<file path="src/hdl/heart_bitmap.mem">
// 30 rows of 40 pixels, leftmost digit is column 0, 1 is foreground
0000000000000000000000000000000000000000
0000000000000000000000000000000000000000
0000000011111111000000001111111100000000
0000001111111111110000111111111111000000
0000011100111111111001111111111111100000
0000111100111111111111111111111111110000
0001111111111111111111111111111111111000
0001111111111111111111111111111111111000
0001111111111111111111111111111111111000
0001111111111111111111111111111111111000
0000111111111111111111111111111111110000
0000111111111111111111111111111111110000
0000011111111111111111111111111111100000
0000001111111111111111111111111111000000
0000000111111111111111111111111110000000
0000000011111111111111111111111100000000
0000000001111111111111111111111000000000
0000000000111111111111111111110000000000
0000000000011111111111111111100000000000
0000000000001111111111111111000000000000
0000000000000111111111111110000000000000
0000000000000011111111111100000000000000
0000000000000001111111111000000000000000
0000000000000000111111110000000000000000
0000000000000000011111100000000000000000
0000000000000000001111000000000000000000
0000000000000000000110000000000000000000
0000000000000000000000000000000000000000
0000000000000000000000000000000000000000
0000000000000000000000000000000000000000
</file>
<file path="src/hdl/video_pkg.sv">
`default_nettype none

package video_pkg;

	// 800x600 at 60 Hz, 40 MHz pixel clock
	localparam int H_ACTIVE = 800;
	localparam int H_FRONT = 40;
	localparam int H_SYNC = 128;
	localparam int H_BACK = 88;
	localparam int H_TOTAL = H_ACTIVE + H_FRONT + H_SYNC + H_BACK; // 1056

	localparam int V_ACTIVE = 600;
	localparam int V_FRONT = 1;
	localparam int V_SYNC = 4;
	localparam int V_BACK = 23;
	localparam int V_TOTAL = V_ACTIVE + V_FRONT + V_SYNC + V_BACK; // 628

	localparam int CNT_W = 11;

	// bitmap, one row per line in the mem file
	localparam int IMG_W = 40;
	localparam int IMG_H = 30;
	localparam int IMG_BITS = IMG_W * IMG_H;
	localparam int IMG_COL_W = $clog2(IMG_W);
	localparam int IMG_ROW_W = $clog2(IMG_H);
	localparam string IMG_FILE = "/design/src/hdl/heart_bitmap.mem";

	localparam int COLOR_W = 4;
	localparam int KEY_FIELD_W = 3;

	// one pixel slot as it moves down the chain
	typedef struct packed {
		logic [CNT_W-1:0] h_count;
		logic [CNT_W-1:0] v_count;
		logic h_sync;
		logic v_sync;
		logic display_en;
	} video_beat_t;

	typedef struct packed {
		logic [COLOR_W-1:0] r;
		logic [COLOR_W-1:0] g;
		logic [COLOR_W-1:0] b;
	} rgb_t;

endpackage

`default_nettype wire

</file>
<file path="src/hdl/adc_pkg.sv">
`default_nettype none

package adc_pkg;

	localparam int ADC_BITS = 15; // width of stored charge time
	localparam int ADC_DIV = 4; // clocks per sample tick
	localparam int ADC_DIV_W = $clog2(ADC_DIV);

	// top bit of the tick counter picks the phase
	typedef enum logic {
		CHARGE = 1'b0,
		DISCHARGE = 1'b1
	} adc_phase_t;

endpackage

`default_nettype wire

</file>
<file path="src/hdl/video_timing.sv">
`timescale 1ns/100ps
`default_nettype none

module video_timing
	import video_pkg::*;
(
	input wire clk_in,
	input wire arst_n,
	output video_beat_t beat
);

	logic [CNT_W-1:0] h_cnt;
	logic [CNT_W-1:0] v_cnt;
	logic h_last;
	logic v_last;

	assign h_last = (h_cnt == CNT_W'(H_TOTAL - 1));
	assign v_last = (v_cnt == CNT_W'(V_TOTAL - 1));

	always_ff @(posedge clk_in or negedge arst_n) begin
		if (!arst_n) begin
			h_cnt <= '0;
			v_cnt <= '0;
		end else begin
			if (h_last) begin
				h_cnt <= '0;
				// next line on every horizontal wrap
				if (v_last) begin
					v_cnt <= '0;
				end else begin
					v_cnt <= v_cnt + 1'b1;
				end
			end else begin
				h_cnt <= h_cnt + 1'b1;
			end
		end
	end

	// flags straight off the counters
	always_comb begin
		beat.h_count = h_cnt;
		beat.v_count = v_cnt;
		beat.h_sync = (h_cnt >= CNT_W'(H_ACTIVE + H_FRONT)) &&
			(h_cnt < CNT_W'(H_ACTIVE + H_FRONT + H_SYNC)); // 840..967
		beat.v_sync = (v_cnt >= CNT_W'(V_ACTIVE + V_FRONT)) &&
			(v_cnt < CNT_W'(V_ACTIVE + V_FRONT + V_SYNC)); // 601..604
		beat.display_en = (h_cnt < CNT_W'(H_ACTIVE)) && (v_cnt < CNT_W'(V_ACTIVE));
	end

	a_h_range: assert property (@(posedge clk_in) disable iff (!arst_n)
		h_cnt < CNT_W'(H_TOTAL));

endmodule

`default_nettype wire

</file>
<file path="src/hdl/sprite_fetch.sv">
`timescale 1ns/100ps
`default_nettype none

module sprite_fetch
	import video_pkg::*;
(
	input wire clk_in,
	input wire arst_n,
	input wire [3:0] scale_shift_x,
	input wire [3:0] scale_shift_y,
	input wire video_beat_t beat_in,
	output video_beat_t beat_out,
	output logic pixel_on
);

	// leftmost digit of a row lands in bit 0
	logic [0:IMG_W-1] bitmap [0:IMG_H-1];

	logic [CNT_W-1:0] col;
	logic [CNT_W-1:0] row;
	logic [IMG_COL_W-1:0] col_idx;
	logic [IMG_ROW_W-1:0] row_idx;
	logic in_bounds;
	logic pixel_bit;

	initial begin
		$readmemb(IMG_FILE, bitmap);
	end

	// power-of-two scaling
	assign col = beat_in.h_count >> scale_shift_x;
	assign row = beat_in.v_count >> scale_shift_y;

	assign in_bounds = (col < CNT_W'(IMG_W)) && (row < CNT_W'(IMG_H));
	assign col_idx = col[IMG_COL_W-1:0];
	assign row_idx = row[IMG_ROW_W-1:0];

	always_comb begin
		if (in_bounds) begin
			pixel_bit = bitmap[row_idx][col_idx];
		end else begin
			pixel_bit = 1'b0; // off the bitmap shows background
		end
	end

	always_ff @(posedge clk_in or negedge arst_n) begin
		if (!arst_n) begin
			beat_out <= '0;
			pixel_on <= 1'b0;
		end else begin
			beat_out <= beat_in;
			pixel_on <= pixel_bit;
		end
	end

endmodule

`default_nettype wire

</file>
<file path="src/hdl/pixel_colorizer.sv">
`timescale 1ns/100ps
`default_nettype none

module pixel_colorizer
	import video_pkg::*;
(
	input wire clk_in,
	input wire arst_n,
	input wire [3*KEY_FIELD_W-1:0] key_colors,
	input wire video_beat_t beat_in,
	input wire pixel_on,
	output rgb_t rgb,
	output logic h_sync,
	output logic v_sync
);

	logic [KEY_FIELD_W-1:0] key_lo;
	logic [KEY_FIELD_W-1:0] key_mid;
	logic [KEY_FIELD_W-1:0] key_hi;
	rgb_t rgb_next;

	assign key_lo = key_colors[KEY_FIELD_W-1:0];
	assign key_mid = key_colors[2*KEY_FIELD_W-1:KEY_FIELD_W];
	assign key_hi = key_colors[3*KEY_FIELD_W-1:2*KEY_FIELD_W];

	// foreground and background swap red and blue fields
	always_comb begin
		rgb_next = '0;
		if (beat_in.display_en) begin
			rgb_next.g = COLOR_W'(key_mid);
			if (pixel_on) begin
				rgb_next.r = COLOR_W'(key_lo);
				rgb_next.b = COLOR_W'(key_hi);
			end else begin
				rgb_next.r = COLOR_W'(key_hi);
				rgb_next.b = COLOR_W'(key_lo);
			end
		end
	end

	always_ff @(posedge clk_in or negedge arst_n) begin
		if (!arst_n) begin
			rgb <= '0;
			h_sync <= 1'b0;
			v_sync <= 1'b0;
		end else begin
			rgb <= rgb_next;
			h_sync <= beat_in.h_sync;
			v_sync <= beat_in.v_sync;
		end
	end

	// blanking holds one clock after display_en drops
	a_blank: assert property (@(posedge clk_in) disable iff (!arst_n)
		!$past(beat_in.display_en) |-> (rgb == '0));

endmodule

`default_nettype wire

</file>
<file path="src/hdl/pot_adc.sv">
`timescale 1ns/100ps
`default_nettype none

module pot_adc
	import adc_pkg::*;
(
	input wire clk_in,
	input wire arst_n,
	input wire pot_in,
	output logic pot_discharge,
	output logic [ADC_BITS-1:0] pot_value
);

	logic [ADC_DIV_W-1:0] div_cnt;
	logic tick;
	logic [ADC_BITS:0] tick_cnt; // extra msb is the phase
	logic captured;
	logic pot_meta;
	logic pot_sync;
	adc_phase_t phase;

	assign tick = (div_cnt == ADC_DIV_W'(ADC_DIV - 1));
	assign phase = adc_phase_t'(tick_cnt[ADC_BITS]);
	assign pot_discharge = (phase == DISCHARGE);

	always_ff @(posedge clk_in or negedge arst_n) begin
		if (!arst_n) begin
			pot_meta <= 1'b0;
			pot_sync <= 1'b0;
		end else begin
			pot_meta <= pot_in;
			pot_sync <= pot_meta;
		end
	end

	always_ff @(posedge clk_in or negedge arst_n) begin
		if (!arst_n) begin
			div_cnt <= '0;
			tick_cnt <= '0;
			captured <= 1'b0;
			pot_value <= '0;
		end else begin
			div_cnt <= tick ? '0 : div_cnt + 1'b1;
			if (tick) begin
				tick_cnt <= tick_cnt + 1'b1;
				if (phase == CHARGE && !captured && pot_sync) begin
					pot_value <= tick_cnt[ADC_BITS-1:0]; // ticks since release
					captured <= 1'b1;
				end
				// last discharge tick, rearm for the next charge
				if (&tick_cnt) begin
					captured <= 1'b0;
				end
			end
		end
	end

	a_capture_phase: assert property (@(posedge clk_in) disable iff (!arst_n)
		(pot_value != $past(pot_value)) |-> ($past(phase) == CHARGE));

endmodule

`default_nettype wire

</file>
<file path="src/hdl/heart_display_top.sv">
`timescale 1ns/100ps
`default_nettype none

module heart_display_top
	import video_pkg::*, adc_pkg::*;
(
	input wire clk_in,
	input wire arst_n,
	input wire [8:0] key,
	input wire pot_in,
	output logic [COLOR_W-1:0] r_out,
	output logic [COLOR_W-1:0] g_out,
	output logic [COLOR_W-1:0] b_out,
	output logic h_sync,
	output logic v_sync,
	output logic pot_discharge,
	output logic [ADC_BITS-1:0] pot_value
);

	video_beat_t beat_t0;
	video_beat_t beat_t1;
	logic pixel_on;
	rgb_t rgb;

	video_timing u_timing (
		.clk_in (clk_in),
		.arst_n (arst_n),
		.beat   (beat_t0)
	);

	// keys are active low, so inverted keys give the shift
	sprite_fetch u_fetch (
		.clk_in        (clk_in),
		.arst_n        (arst_n),
		.scale_shift_x (~key[7:4]),
		.scale_shift_y (~key[3:0]),
		.beat_in       (beat_t0),
		.beat_out      (beat_t1),
		.pixel_on      (pixel_on)
	);

	pixel_colorizer u_color (
		.clk_in     (clk_in),
		.arst_n     (arst_n),
		.key_colors (key),
		.beat_in    (beat_t1),
		.pixel_on   (pixel_on),
		.rgb        (rgb),
		.h_sync     (h_sync),
		.v_sync     (v_sync)
	);

	assign r_out = rgb.r;
	assign g_out = rgb.g;
	assign b_out = rgb.b;

	pot_adc u_pot (
		.clk_in        (clk_in),
		.arst_n        (arst_n),
		.pot_in        (pot_in),
		.pot_discharge (pot_discharge),
		.pot_value     (pot_value)
	);

endmodule

`default_nettype wire

</file>
<file path="config.mk">
export PLATFORM = sky130hd
export DESIGN_NAME = heart_display_top
export DESIGN_NICKNAME = d
export VERILOG_FILES = /design/src/hdl/video_pkg.sv /design/src/hdl/adc_pkg.sv /design/src/hdl/video_timing.sv /design/src/hdl/sprite_fetch.sv /design/src/hdl/pixel_colorizer.sv /design/src/hdl/pot_adc.sv /design/src/hdl/heart_display_top.sv
export SDC_FILE = /design/constraint.sdc
export NUM_CORES = 1
export LEC_CHECK = 0
export ABC_CLOCK_PERIOD_IN_PS = 1700
export BUFFER_PORTS_ARGS = -buffer_cell sky130_fd_sc_hd__clkbuf_2
export CAP_MARGIN = 20
export CORE_UTILIZATION = 25
export CTS_CLUSTER_SIZE = 12
export DETAILED_ROUTE_END_ITERATION = 8
export SYNTH_ARGS = -nofsm -noshare
export SYNTH_HDL_FRONTEND = slang
export SYNTH_SLANG_ARGS = --single-unit
</file>
<file path="constraint.sdc">
create_clock -name clk_in -period 1.7 [get_ports clk_in]
set_clock_uncertainty 0.15 [all_clocks]
set_input_delay 0.425 -clock clk_in [delete_from_list [all_inputs] [get_ports clk_in]]
set_output_delay 0.425 -clock clk_in [all_outputs]
set_load 0.02 [all_outputs]
</file>
Yosys cells after proc, flatten, opt, wreduce, memory -nomap -nowiden
Cells that the tools add are included.
- flip-flop bits (word level): 76
- bits of input ports: 12
- output and inout port bits: 30
- word-level logic and storage cells: 62
- add/subtract/negate cells: 4
- order comparisons: 9
- eq/ne operators: 3
- shift operators: 2
- multiplexer cells: 12
- bitwise operators: 4
- reductions and logical operators: 11
- operators by type and width (operator ; count):
    < comparator 11 x 10 -> 1 bit (second input constant) ; 4
    2-to-1 mux 11 bit ; 3
    adder 11 x 1 -> 11 bit (second input constant) ; 2
    greater-or-equal comparator 11 x 10 -> 1 bit (second input constant) ; 2
    >> shifter 11 x 4 -> 11 bit ; 2
    adder 16 x 1 -> 16 bit (second input constant) ; 1
    AND reduction 16 bit ; 1
    == test 11 x 10 -> 1 bit (second input constant) ; 1
    == test 11 bit (second input constant) ; 1
    < comparator 11 x 5 -> 1 bit (second input constant) ; 1
    < comparator 11 x 6 -> 1 bit (second input constant) ; 1
    NOT 4 bit ; 2
    greater-or-equal comparator 7 bit (second input constant) ; 1
    NOT 6 -> 7 bit ; 1
    binary-select mux 1 bit (select 6 bit) ; 1
    logical AND 1 bit ; 6
    2-to-1 mux 3 bit ; 2
    2-to-1 mux 1 bit ; 5
    AND reduction 2 bit ; 2
    adder 2 x 1 -> 2 bit (second input constant) ; 1
    == test 2 bit (second input constant) ; 1
    2-to-1 mux 2 bit ; 1
    nonzero test 2 bit ; 1
    logical NOT 1 bit ; 1
    NOT 1 bit ; 1

Depth between registers and ports, before layout
Gate-level depths: netlist of the first run.
- depth after elaboration: 7
- mapped depth: 6
- mapped depth without buffers: 5

Modules after synthesis
From an unflattened synthesis of the first run, not the netlist that was laid out.
- cell total of the unflattened synthesis: 293
- area, all modules: 3781.1 um^2
- modules (own cells, without submodules) (module ; times used ; cells an instance ; area an instance (um^2) ; sequential area each (um^2)):
    pot_adc ; 1 ; 104 ; 1461.4 ; 900.9
    video_timing ; 1 ; 123 ; 1223.7 ; 550.5
    sprite_fetch ; 1 ; 27 ; 636.9 ; 625.6
    pixel_colorizer ; 1 ; 31 ; 429.2 ; 275.3
    heart_display_top ; 1 ; 8 ; 30.0 ; 0.0

Least setup slack after synthesis of the first run
No wires, ideal clock.
- kind: register to register
- start point: register u_pot.div_cnt[0]
- end point: register u_pot.pot_value[10]
- setup time: 0.125 ns
- data arrival time: 1.431 ns
- data required time: 1.425 ns
- slack: -0.006 ns
- stages on the path, launching flop included: 7
- buffers on the path: 3
- clock period less this slack: 1.706 ns
- cell sequence: dfrtp_1 > ha_1 > buf_2 > and4bb_1 > buf_2 > buf_6 > mux2_2
- longest elaborated chain between the ends: 2
- RTL lines (item ; RTL line ; source):
    start: declaration ; pot_adc.sv:14 ; logic [ADC_DIV_W-1:0] div_cnt;
    start signal: assignment ; pot_adc.sv:43 ; div_cnt <= tick ? '0 : div_cnt + 1'b1;
    == test 2 bit ; pot_adc.sv:22 ; assign tick = (div_cnt == ADC_DIV_W'(ADC_DIV - 1));
    AND reduction 2 bit (no line) ; -- ;
    end signal: assignment ; pot_adc.sv:47 ; pot_value <= tick_cnt[ADC_BITS-1:0];
    end: declaration ; pot_adc.sv:11 ; output logic [ADC_BITS-1:0] pot_value
Every way passes these cells.
A chain may end at the register's enable or synchronous reset.

Final worst setup path of the first run
- start point: register u_timing.v_cnt[7]
- end point: register u_timing.v_cnt[9]
- longest elaborated chain between the ends: 2
- elaborated cells on any way between the ends: 3
- those cells by class: add/sub (1); eq/ne (1); mux (1)
- RTL lines (item ; RTL line ; source):
    start: declaration ; video_timing.sv:13 ; logic [CNT_W-1:0] v_cnt;
    start signal: assignment ; video_timing.sv:31 ; v_cnt <= v_cnt + 1'b1;
    adder 11 x 1 -> 11 bit or == test 11 x 10 -> 1 bit (tied branches) ; video_timing.sv:31, video_timing.sv:18 ;
    2-to-1 mux 11 bit (*) ; video_timing.sv:28 ; if (v_last) begin
Mark *: on every way between the ends. The rest lies on a longest branch, timed or not.

==> report_table.html, run 1 <==
<table>
<tr><th>Metric</th><th>Value</th></tr>
<tr><th colspan="2">Synth</th></tr>
<tr><td>Cells taking the most area after synthesis</td><td>sky130_fd_sc_hd__dfrtp_1 58%, sky130_fd_sc_hd__mux2_2 5.8%, sky130_fd_sc_hd__xnor2_1 4.2%</td></tr>
<tr><td>Share of flip-flops with an asynchronous set or reset</td><td>1.00</td></tr>
<tr><td>Synth Warn #</td><td>0</td></tr>
<tr><td>Synth Area per Inst</td><td>between 10 and 15 um2</td></tr>
<tr><td>Gate count after technology mapping</td><td>255</td></tr>
<tr><td>Count of unique library cells instantiated by Yosys</td><td>43</td></tr>
<tr><td>Flop and latch count out of synthesis</td><td>72</td></tr>
<tr><td>Library cell with the largest summed area after synthesis</td><td>sky130_fd_sc_hd__dfrtp_1</td></tr>
<tr><td>Most used flip-flop cell after synthesis</td><td>sky130_fd_sc_hd__dfrtp_1</td></tr>
<tr><td>Share of Yosys cell area claimed by the top area cell type</td><td>0.575</td></tr>
<tr><td>Count of flip-flops with a built-in enable after synthesis</td><td>0</td></tr>
<tr><td>Share of synthesized area occupied by flip-flops and latches</td><td>0.575</td></tr>
<tr><td>Netlist Area Pre-Place</td><td>3130 um2</td></tr>
<tr><th colspan="2">Detailed routing</th></tr>
<tr><td>Drt first pass iters</td><td>4</td></tr>
<tr><td>Total number of vias</td><td>between 2000 and 2500</td></tr>
<tr><td>Initial DRC Count</td><td>103</td></tr>
<tr><td>Total wire length</td><td>5750 um</td></tr>
<tr><td>DRC viols</td><td>0</td></tr>
<tr><td>Via density per instance</td><td>4.32</td></tr>
<tr><td>Final routed wire length divided by cell count</td><td>11.6 um</td></tr>
<tr><td>Antenna Nets Post-Route</td><td>0</td></tr>
<tr><th colspan="2">CTS</th></tr>
<tr><td>Clock Path Buffers</td><td>2</td></tr>
<tr><td>Root buffer selected by CTS</td><td>sky130_fd_sc_hd__clkbuf_16</td></tr>
<tr><td>Cts bufs inserted</td><td>9</td></tr>
<tr><td>Latest clock arrival within the worst-skew pair</td><td>0.33 ns</td></tr>
<tr><td>CTS sink cnt</td><td>72</td></tr>
<tr><td>TritonCTS clock tree</td><td>done</td></tr>
<tr><td>H-tree levels</td><td>3</td></tr>
<tr><td>Clock transition at the registers of the reported paths</td><td>approximately 0.050 ns</td></tr>
<tr><th colspan="2">Floorplanning</th></tr>
<tr><td>IO Pins</td><td>42</td></tr>
<tr><td>Die area</td><td>around 13000 um2</td></tr>
<tr><td>Core region area</td><td>12100 um2</td></tr>
<tr><td>Initial core utilization</td><td>0.259</td></tr>
<tr><td>Die Span Y</td><td>114 um</td></tr>
<tr><td>Total number of placement rows</td><td>40</td></tr>
<tr><td>Horizontal extent of the die</td><td>approximately 110 um</td></tr>
<tr><th colspan="2">Hold path</th></tr>
<tr><td>Hold path startpoint</td><td>pot_in</td></tr>
<tr><td>Type of the tightest min-delay check</td><td>primary input to register</td></tr>
<tr><th colspan="2">Timing</th></tr>
<tr><td>Final setup violating endpoints</td><td>0</td></tr>
<tr><td>Hold violation count in the final report</td><td>0</td></tr>
<tr><td>Portion of the clock cycle consumed by the worst path in the final layout</td><td>0.957</td></tr>
<tr><td>Minimum clock period after layout</td><td>1.63 ns</td></tr>
<tr><td>Final Slew Violations</td><td>0</td></tr>
<tr><td>Peak clock frequency supported by timing</td><td>615 MHz</td></tr>
<tr><th colspan="2">Critical path</th></tr>
<tr><td>Maximum fanout encountered on the critical timing path</td><td>9</td></tr>
<tr><td>Data arrival time at the worst-slack endpoint</td><td>1.67 ns</td></tr>
<tr><td>Critical Path Sink Type</td><td>register</td></tr>
<tr><td>Worst Path Required</td><td>1.74 ns</td></tr>
<tr><td>Crit path kind</td><td>register to register</td></tr>
<tr><td>Startpoint of the lowest-slack register-to-register path</td><td>u_timing.v_cnt[7]</td></tr>
<tr><td>Worst setup path start</td><td>u_timing.v_cnt[7]</td></tr>
<tr><td>Kind of start point of the critical path</td><td>register</td></tr>
<tr><th colspan="2">Global route</th></tr>
<tr><td>Number of antenna violations at the first check in global routing</td><td>0</td></tr>
<tr><td>GR Layer Usage met1</td><td>0.116</td></tr>
<tr><td>Via count of the first global-routing pass</td><td>2102</td></tr>
<tr><td>Busiest layer in global routing</td><td>met2</td></tr>
<tr><td>Pin count of the biggest net entering global routing</td><td>between 70 and 80</td></tr>
<tr><td>Global-route wire length before repair</td><td>9650 um</td></tr>
<tr><td>Met2 usage</td><td>0.149</td></tr>
<tr><td>Met3 demand-to-capacity share in global routing</td><td>0.0308</td></tr>
<tr><td>Overall global routing resource usage</td><td>0.0979</td></tr>
<tr><td>Congestion Overflow GR</td><td>0</td></tr>
<tr><th colspan="2">Final layout</th></tr>
<tr><td>Multi-input gate area</td><td>1270 um2</td></tr>
<tr><td>Antenna Diode Count</td><td>0</td></tr>
<tr><td>Fraction of final layout cells with drive strength greater than 1</td><td>0.340</td></tr>
<tr><td>Area grow syn2layout</td><td>28.1%</td></tr>
<tr><td>Commonest non-fill, non-tap cell in the layout</td><td>sky130_fd_sc_hd__dfrtp_1</td></tr>
<tr><td>Commonest cells after routing, fill and taps aside</td><td>72 x sky130_fd_sc_hd__dfrtp_1, 37 x sky130_fd_sc_hd__clkbuf_2, 25 x sky130_fd_sc_hd__buf_4</td></tr>
<tr><td>Post-route design area</td><td>4010 um2</td></tr>
<tr><td>Final core utilization</td><td>0.331</td></tr>
<tr><td>Register area</td><td>around 1800 um2</td></tr>
<tr><td>Number of standard cells in the layout, taps in and fillers out</td><td>494</td></tr>
<tr><td>Final net count</td><td>340</td></tr>
<tr><td>Number of inserted filler cells in the final layout</td><td>1237</td></tr>
<tr><th colspan="2">Power</th></tr>
<tr><td>Worst supply voltage drop on vdd</td><td>350 uV</td></tr>
<tr><td>Power density relative to cell area</td><td>933 nW/um2</td></tr>
<tr><td>Static leakage</td><td>1.88 nW</td></tr>
<tr><th colspan="2">Place</th></tr>
<tr><td>Placed insts</td><td>between 400 and 500</td></tr>
<tr><td>Total of buffers placed on input and output ports</td><td>38</td></tr>
<tr><td>Area of placed instances</td><td>~3700 um2</td></tr>
<tr><td>Global placer's final weighted congestion</td><td>0.817</td></tr>
<tr><td>Post-detailed-placement half-perimeter wirelength</td><td>4070 um</td></tr>
<tr><th colspan="2">Status</th></tr>
<tr><td>Outcome</td><td>finished clean</td></tr>
<tr><th colspan="2">Job</th></tr>
<tr><td>Max-cap check violation count</td><td>0</td></tr>
</table>
-- sequential cells by signal, summed over array words and instances (netlist names), 2 cells and up --
register / cells
u_pot.tick_cnt: 16
u_pot.pot_value: 15
u_timing.h_cnt: 11
u_timing.v_cnt: 11
u_color.rgb: 9
u_fetch.beat_out: 3
u_pot.div_cnt: 2
-- metrics by stage --
| step | power, mW | worst slack, ns | hold WS, ns | setup TNS (ns) |
|---|---|---|---|---|
| floorplan | 1.86 | 0.00498 | -0.0206 | 0 |
| global placement | 1.94 | 0.0192 | 0.185 | 0 |
| detailed placement | 1.94 | -0.00669 | 0.185 | -0.00669 |
| CTS | 3.80 | 0.00757 | 0.0348 | 0 |
| global route | 3.90 | -0.00922 | 0.0308 | -0.00922 |
| finish | 3.74 | 0.0729 | 0.0497 | 0 |
-- cells in the mapped netlist, drive strengths merged, types with 2 or more instances --
library cell and instances:
nand4 11, mux2i 2, ha 6, and4 5, buf 10, and2 14
a21oi 4, dfrtp 72, nor3 3, nand2 15, nor2 11, xor2 11
o21ai 6, and4bb 2, inv 8, nor4 2, xnor2 15, mux2 16
and3 7, o22ai 3, nand3 18
-- worst paths after layout --
path	endpoint	slack, ns	depth (start not counted)
min reg2reg	u_pot.pot_sync	0.20	0
min in group asynchronous	u_pot.pot_value[6]	0.49	3
max in group asynchronous	u_color.rgb[1]	0.61	3
min	u_pot.pot_meta	0.05	1
max	u_timing.v_cnt[9]	0.07	4
max reg2reg	u_timing.v_cnt[9]	0.07	4
-- cells by family after synthesis --
logic type,after synthesis,synth area share
multiplexers,18,0.0639
XOR/XNOR,26,0.0727
buffers and inverters,19,0.0364
AO/OA/AOI/OAI,20,0.0416
adder cells (fa/ha/maj),6,0.0240
other,1,0.00120
AND/OR/NAND/NOR,93,0.185
flip-flops,72,0.575
-- where the power goes --
group / switching (mW) / total [mW] / internal (mW)
registers: 0.0132 / 1.76 / 1.75
clock network: 0.673 / 1.84 / 1.16
logic: 0.0947 / 0.148 / 0.0532
total: 0.781 / 3.74 / 2.96
-- per-layer routing --
layer  routed length, um  share of wire
met5                   0              0
met3                 241          0.042
met2                2690           0.47
met4                 167          0.029
met1                2650           0.46
-- timing repair --
item,in CTS,in global routing
pin swaps,0,2
endpoints found under the hold margin,72,0
hold buffers,1,0
gates resized for setup,2,10
setup endpoints to repair,4,21
buffers inserted,0,1
cloned,0,0
-- area by class of cell --
class,instances,share of cell area
well taps,168,0.0524
clock inverters,5,0.0143
multi-input cells,166,0.316
flip-flops and latches,72,0.449
inverters,8,0.00748
clock buffers,10,0.0596
repair buffers,65,0.102
-- critical path, stage by stage, from the launching register on --
cell and delay (ns):
sky130_fd_sc_hd__dfrtp_1 0.40, sky130_fd_sc_hd__nor4b_4 0.39, sky130_fd_sc_hd__nand4_4 0.24, sky130_fd_sc_hd__o311ai_1 0.18, sky130_fd_sc_hd__o211ai_2 0.13
Power figures use the tool's default switching activity.
==> run 2, diff against run 1 <==
- CORE_UTILIZATION: 25 -> 51
- PLACE_DENSITY: default -> 0.75
==> run 2 against run 1 <==
Compared with the run above:
- clock-buffer cell count increased by 3
- first-iteration DRC count grew 3.9%
- setup slack got worse by 0.020 ns
==> report_table.html, run 2 (synthesized netlist as in run 1, its figures left out) <==
<table>
<tr><th>Metric</th><th>Value</th></tr>
<tr><th colspan="2">Status</th></tr>
<tr><td>Outcome</td><td>finished clean (unchanged)</td></tr>
<tr><th colspan="2">Critical path</th></tr>
<tr><td>Register-to-register path setup slack</td><td>0.05 ns (was 0.07 ns)</td></tr>
<tr><td>Maximum fanout encountered on the critical timing path</td><td>2 (was 9)</td></tr>
<tr><td>Worst Path Required</td><td>1.76 ns (was 1.74 ns)</td></tr>
<tr><td>Data arrival time at the worst-slack endpoint</td><td>1.71 ns (was 1.67 ns)</td></tr>
<tr><td>Crit path kind</td><td>register to register (unchanged)</td></tr>
<tr><td>Worst setup path start</td><td>u_timing.v_cnt[8] (was u_timing.v_cnt[7])</td></tr>
<tr><td>Kind of start point of the critical path</td><td>register (unchanged)</td></tr>
<tr><td>Startpoint of the lowest-slack register-to-register path</td><td>u_timing.v_cnt[8] (was u_timing.v_cnt[7])</td></tr>
<tr><td>Critical Path Sink Type</td><td>register (unchanged)</td></tr>
<tr><td>FF-to-FF End</td><td>u_timing.v_cnt[4] (was u_timing.v_cnt[9])</td></tr>
<tr><td>Depth of the worst register-to-register path</td><td>5 (was 4)</td></tr>
<tr><th colspan="2">Power</th></tr>
<tr><td>Worst supply voltage drop on vdd</td><td>488 uV (was 350 uV)</td></tr>
<tr><td>Static leakage</td><td>1.83 nW (was 1.88 nW)</td></tr>
<tr><td>Power density relative to cell area</td><td>873 nW/um2 (was 933 nW/um2)</td></tr>
<tr><td>Pwr Total</td><td>3.30 mW (was 3.74 mW)</td></tr>
<tr><th colspan="2">CTS</th></tr>
<tr><td>H-tree levels</td><td>3 (unchanged)</td></tr>
<tr><td>Clock transition at the registers of the reported paths</td><td>0.07 ns (was 0.05 ns)</td></tr>
<tr><td>Root buffer selected by CTS</td><td>sky130_fd_sc_hd__clkbuf_8 (was sky130_fd_sc_hd__clkbuf_16)</td></tr>
<tr><td>CTS sink cnt</td><td>72 (unchanged)</td></tr>
<tr><td>Clock Path Buffers</td><td>2 (unchanged)</td></tr>
<tr><td>Latest clock arrival within the worst-skew pair</td><td>0.34 ns (was 0.33 ns)</td></tr>
<tr><td>Cts bufs inserted</td><td>9 (unchanged)</td></tr>
<tr><td>TritonCTS clock tree</td><td>done (unchanged)</td></tr>
<tr><th colspan="2">Timing</th></tr>
<tr><td>Portion of the clock cycle consumed by the worst path in the final layout</td><td>0.969 (was 0.957)</td></tr>
<tr><td>Peak clock frequency supported by timing</td><td>607 MHz (was 615 MHz)</td></tr>
<tr><td>Final setup violating endpoints</td><td>0 (unchanged)</td></tr>
<tr><td>Accumulated negative setup slack</td><td>0 ns (unchanged)</td></tr>
<tr><td>Final Slew Violations</td><td>0 (unchanged)</td></tr>
<tr><td>Post-Route Hold Slack</td><td>0.0369 ns (was 0.0497 ns)</td></tr>
<tr><td>Minimum clock period after layout</td><td>1.65 ns (was 1.63 ns)</td></tr>
<tr><td>Hold violation count in the final report</td><td>0 (unchanged)</td></tr>
<tr><th colspan="2">Detailed routing</th></tr>
<tr><td>Initial DRC Count</td><td>107 (was 103)</td></tr>
<tr><td>Total wire length</td><td>5590 um (was 5750 um)</td></tr>
<tr><td>Total number of vias</td><td>2097 (was 2133)</td></tr>
<tr><td>DRC viols</td><td>0 (unchanged)</td></tr>
<tr><td>Antenna Nets Post-Route</td><td>0 (unchanged)</td></tr>
<tr><td>Via density per instance</td><td>5.24 (was 4.32)</td></tr>
<tr><td>Drt first pass iters</td><td>6 (was 4)</td></tr>
<tr><td>Final routed wire length divided by cell count</td><td>14.0 um (was 11.6 um)</td></tr>
<tr><th colspan="2">Final layout</th></tr>
<tr><td>Final net count</td><td>339 (was 340)</td></tr>
<tr><td>Commonest cells after routing, fill and taps aside</td><td>72 x sky130_fd_sc_hd__dfrtp_1, 37 x sky130_fd_sc_hd__clkbuf_2, 24 x sky130_fd_sc_hd__buf_4 (was 72 x sky130_fd_sc_hd__dfrtp_1, 37 x sky130_fd_sc_hd__clkbuf_2, 25 x sky130_fd_sc_hd__buf_4)</td></tr>
<tr><td>Number of inserted filler cells in the final layout</td><td>473 (was 1237)</td></tr>
<tr><td>Antenna Diode Count</td><td>0 (unchanged)</td></tr>
<tr><td>Fraction of final layout cells with drive strength greater than 1</td><td>0.329 (was 0.340)</td></tr>
<tr><td>Flip-flop count of the largest register, all copies and words added</td><td>16 (unchanged)</td></tr>
<tr><td>Area grow syn2layout</td><td>20.7% (was 28.1%)</td></tr>
<tr><td>Register bank with the most flops</td><td>u_pot.tick_cnt (unchanged)</td></tr>
<tr><td>Commonest non-fill, non-tap cell in the layout</td><td>sky130_fd_sc_hd__dfrtp_1 (unchanged)</td></tr>
<tr><td>Top flop regs</td><td>u_pot.tick_cnt: 16 flops, u_pot.pot_value: 15 flops (unchanged)</td></tr>
<tr><td>Final core utilization</td><td>0.638 (was 0.331)</td></tr>
<tr><td>Number of standard cells in the layout, taps in and fillers out</td><td>400 (was 494)</td></tr>
<tr><th colspan="2">Global route</th></tr>
<tr><td>Congestion Overflow GR</td><td>0 (unchanged)</td></tr>
<tr><td>Pin count of the biggest net entering global routing</td><td>73 (unchanged)</td></tr>
<tr><td>Number of antenna violations at the first check in global routing</td><td>0 (unchanged)</td></tr>
<tr><td>Via count of the first global-routing pass</td><td>2036 (was 2102)</td></tr>
<tr><td>Global-route wire length before repair</td><td>9160 um (was 9650 um)</td></tr>
<tr><td>Overall global routing resource usage</td><td>0.189 (was 0.0979)</td></tr>
<tr><th colspan="2">Job</th></tr>
<tr><td>Max-cap check violation count</td><td>0 (unchanged)</td></tr>
<tr><th colspan="2">Floorplanning</th></tr>
<tr><td>Core region area</td><td>5920 um2 (was 12100 um2)</td></tr>
<tr><td>Total number of placement rows</td><td>28 (was 40)</td></tr>
<tr><td>Initial core utilization</td><td>0.529 (was 0.259)</td></tr>
<tr><td>Die area</td><td>6460 um2 (was 13000 um2)</td></tr>
<tr><td>Die Span Y</td><td>80.4 um (was 114 um)</td></tr>
<tr><td>IO Pins</td><td>42 (unchanged)</td></tr>
<tr><td>Horizontal extent of the die</td><td>80.4 um (was 114 um)</td></tr>
<tr><th colspan="2">Hold path</th></tr>
<tr><td>Hold path startpoint</td><td>pot_in (unchanged)</td></tr>
<tr><td>Number of stages on the worst hold path</td><td>1 (unchanged)</td></tr>
<tr><td>Type of the tightest min-delay check</td><td>primary input to register (unchanged)</td></tr>
<tr><td>End of the worst hold path</td><td>u_pot.pot_meta (unchanged)</td></tr>
<tr><th colspan="2">Place</th></tr>
<tr><td>Global placer's final weighted congestion</td><td>0.823 (was 0.817)</td></tr>
<tr><td>Placed insts</td><td>382 (was 477)</td></tr>
<tr><td>Total of buffers placed on input and output ports</td><td>38 (unchanged)</td></tr>
<tr><td>Post-detailed-placement half-perimeter wirelength</td><td>3900 um (was 4070 um)</td></tr>
</table>
[run 2: area by class of cell]
cell class | instances | area, um2 | area share
clock inverters | 2 | 37.5 | 0.00993
repair buffers | 64 | 400 | 0.106
well taps | 75 | 93.8 | 0.0248
inverters | 8 | 30.0 | 0.00795
clock buffers | 13 | 169 | 0.0447
flip-flops and latches | 72 | 1800 | 0.477
multi-input cells | 166 | 1250 | 0.330
[run 2: per-layer routing]
metal | vias to the layer above | GRT usage | part of all wire | routed length (um)
met5 | - | 0 | 0 | 0
met4 | 0 | 0.0911 | 0.022 | 125
met3 | 13 | 0.0443 | 0.038 | 214
met2 | 51 | 0.306 | 0.48 | 2670
met1 | 1018 | 0.236 | 0.46 | 2580
li1 | 1015 | - | - | -
[run 2: what timing repair did]
action,4_1_cts,5_1_grt
endpoints found under the hold margin,72,0
gates cloned,0,0
buffers inserted,0,2
endpoints found under the setup margin,4,16
hold buffers,1,0
resized for setup,1,6
pin swaps,0,3
[run 2: report_power, final]
group	internal, mW	switching, mW	total (mW)
Clock	0.791	0.603	1.39
Combinational	0.0532	0.0947	0.148
Sequential	1.74	0.0125	1.76
[run 2: metrics by stage]
stage          worst slack, ns  area [um2]
3_5_place_dp           0.00688        3520
2_1_floorplan          0.00498        3140
6_report                0.0530        3780
4_1_cts                0.00765        3740
3_3_place_gp            0.0792        3520
5_1_grt                -0.0811        3780
[run 2: critical path, cell delays in order, from the launching register on]
cell	delay, ns
sky130_fd_sc_hd__dfrtp_1	0.41
sky130_fd_sc_hd__nor4b_4	0.37
sky130_fd_sc_hd__buf_4	0.18
sky130_fd_sc_hd__a31oi_1	0.07
sky130_fd_sc_hd__o21ai_0	0.21
sky130_fd_sc_hd__o21ai_0	0.13
[run 2: worst max path at each step]
stage | end | slack [ns] | cells after the start
after global placement | u_timing.v_cnt[9] | 0.08 | 5
after global routing | u_timing.v_cnt[4] | -0.08 | 6
after detailed placement | u_timing.v_cnt[4] | 0.007 | 5
after floorplan | u_pot.pot_value[10] | 0.005 | 6
final | u_timing.v_cnt[4] | 0.05 | 5
after CTS | u_timing.v_cnt[3] | 0.008 | 6
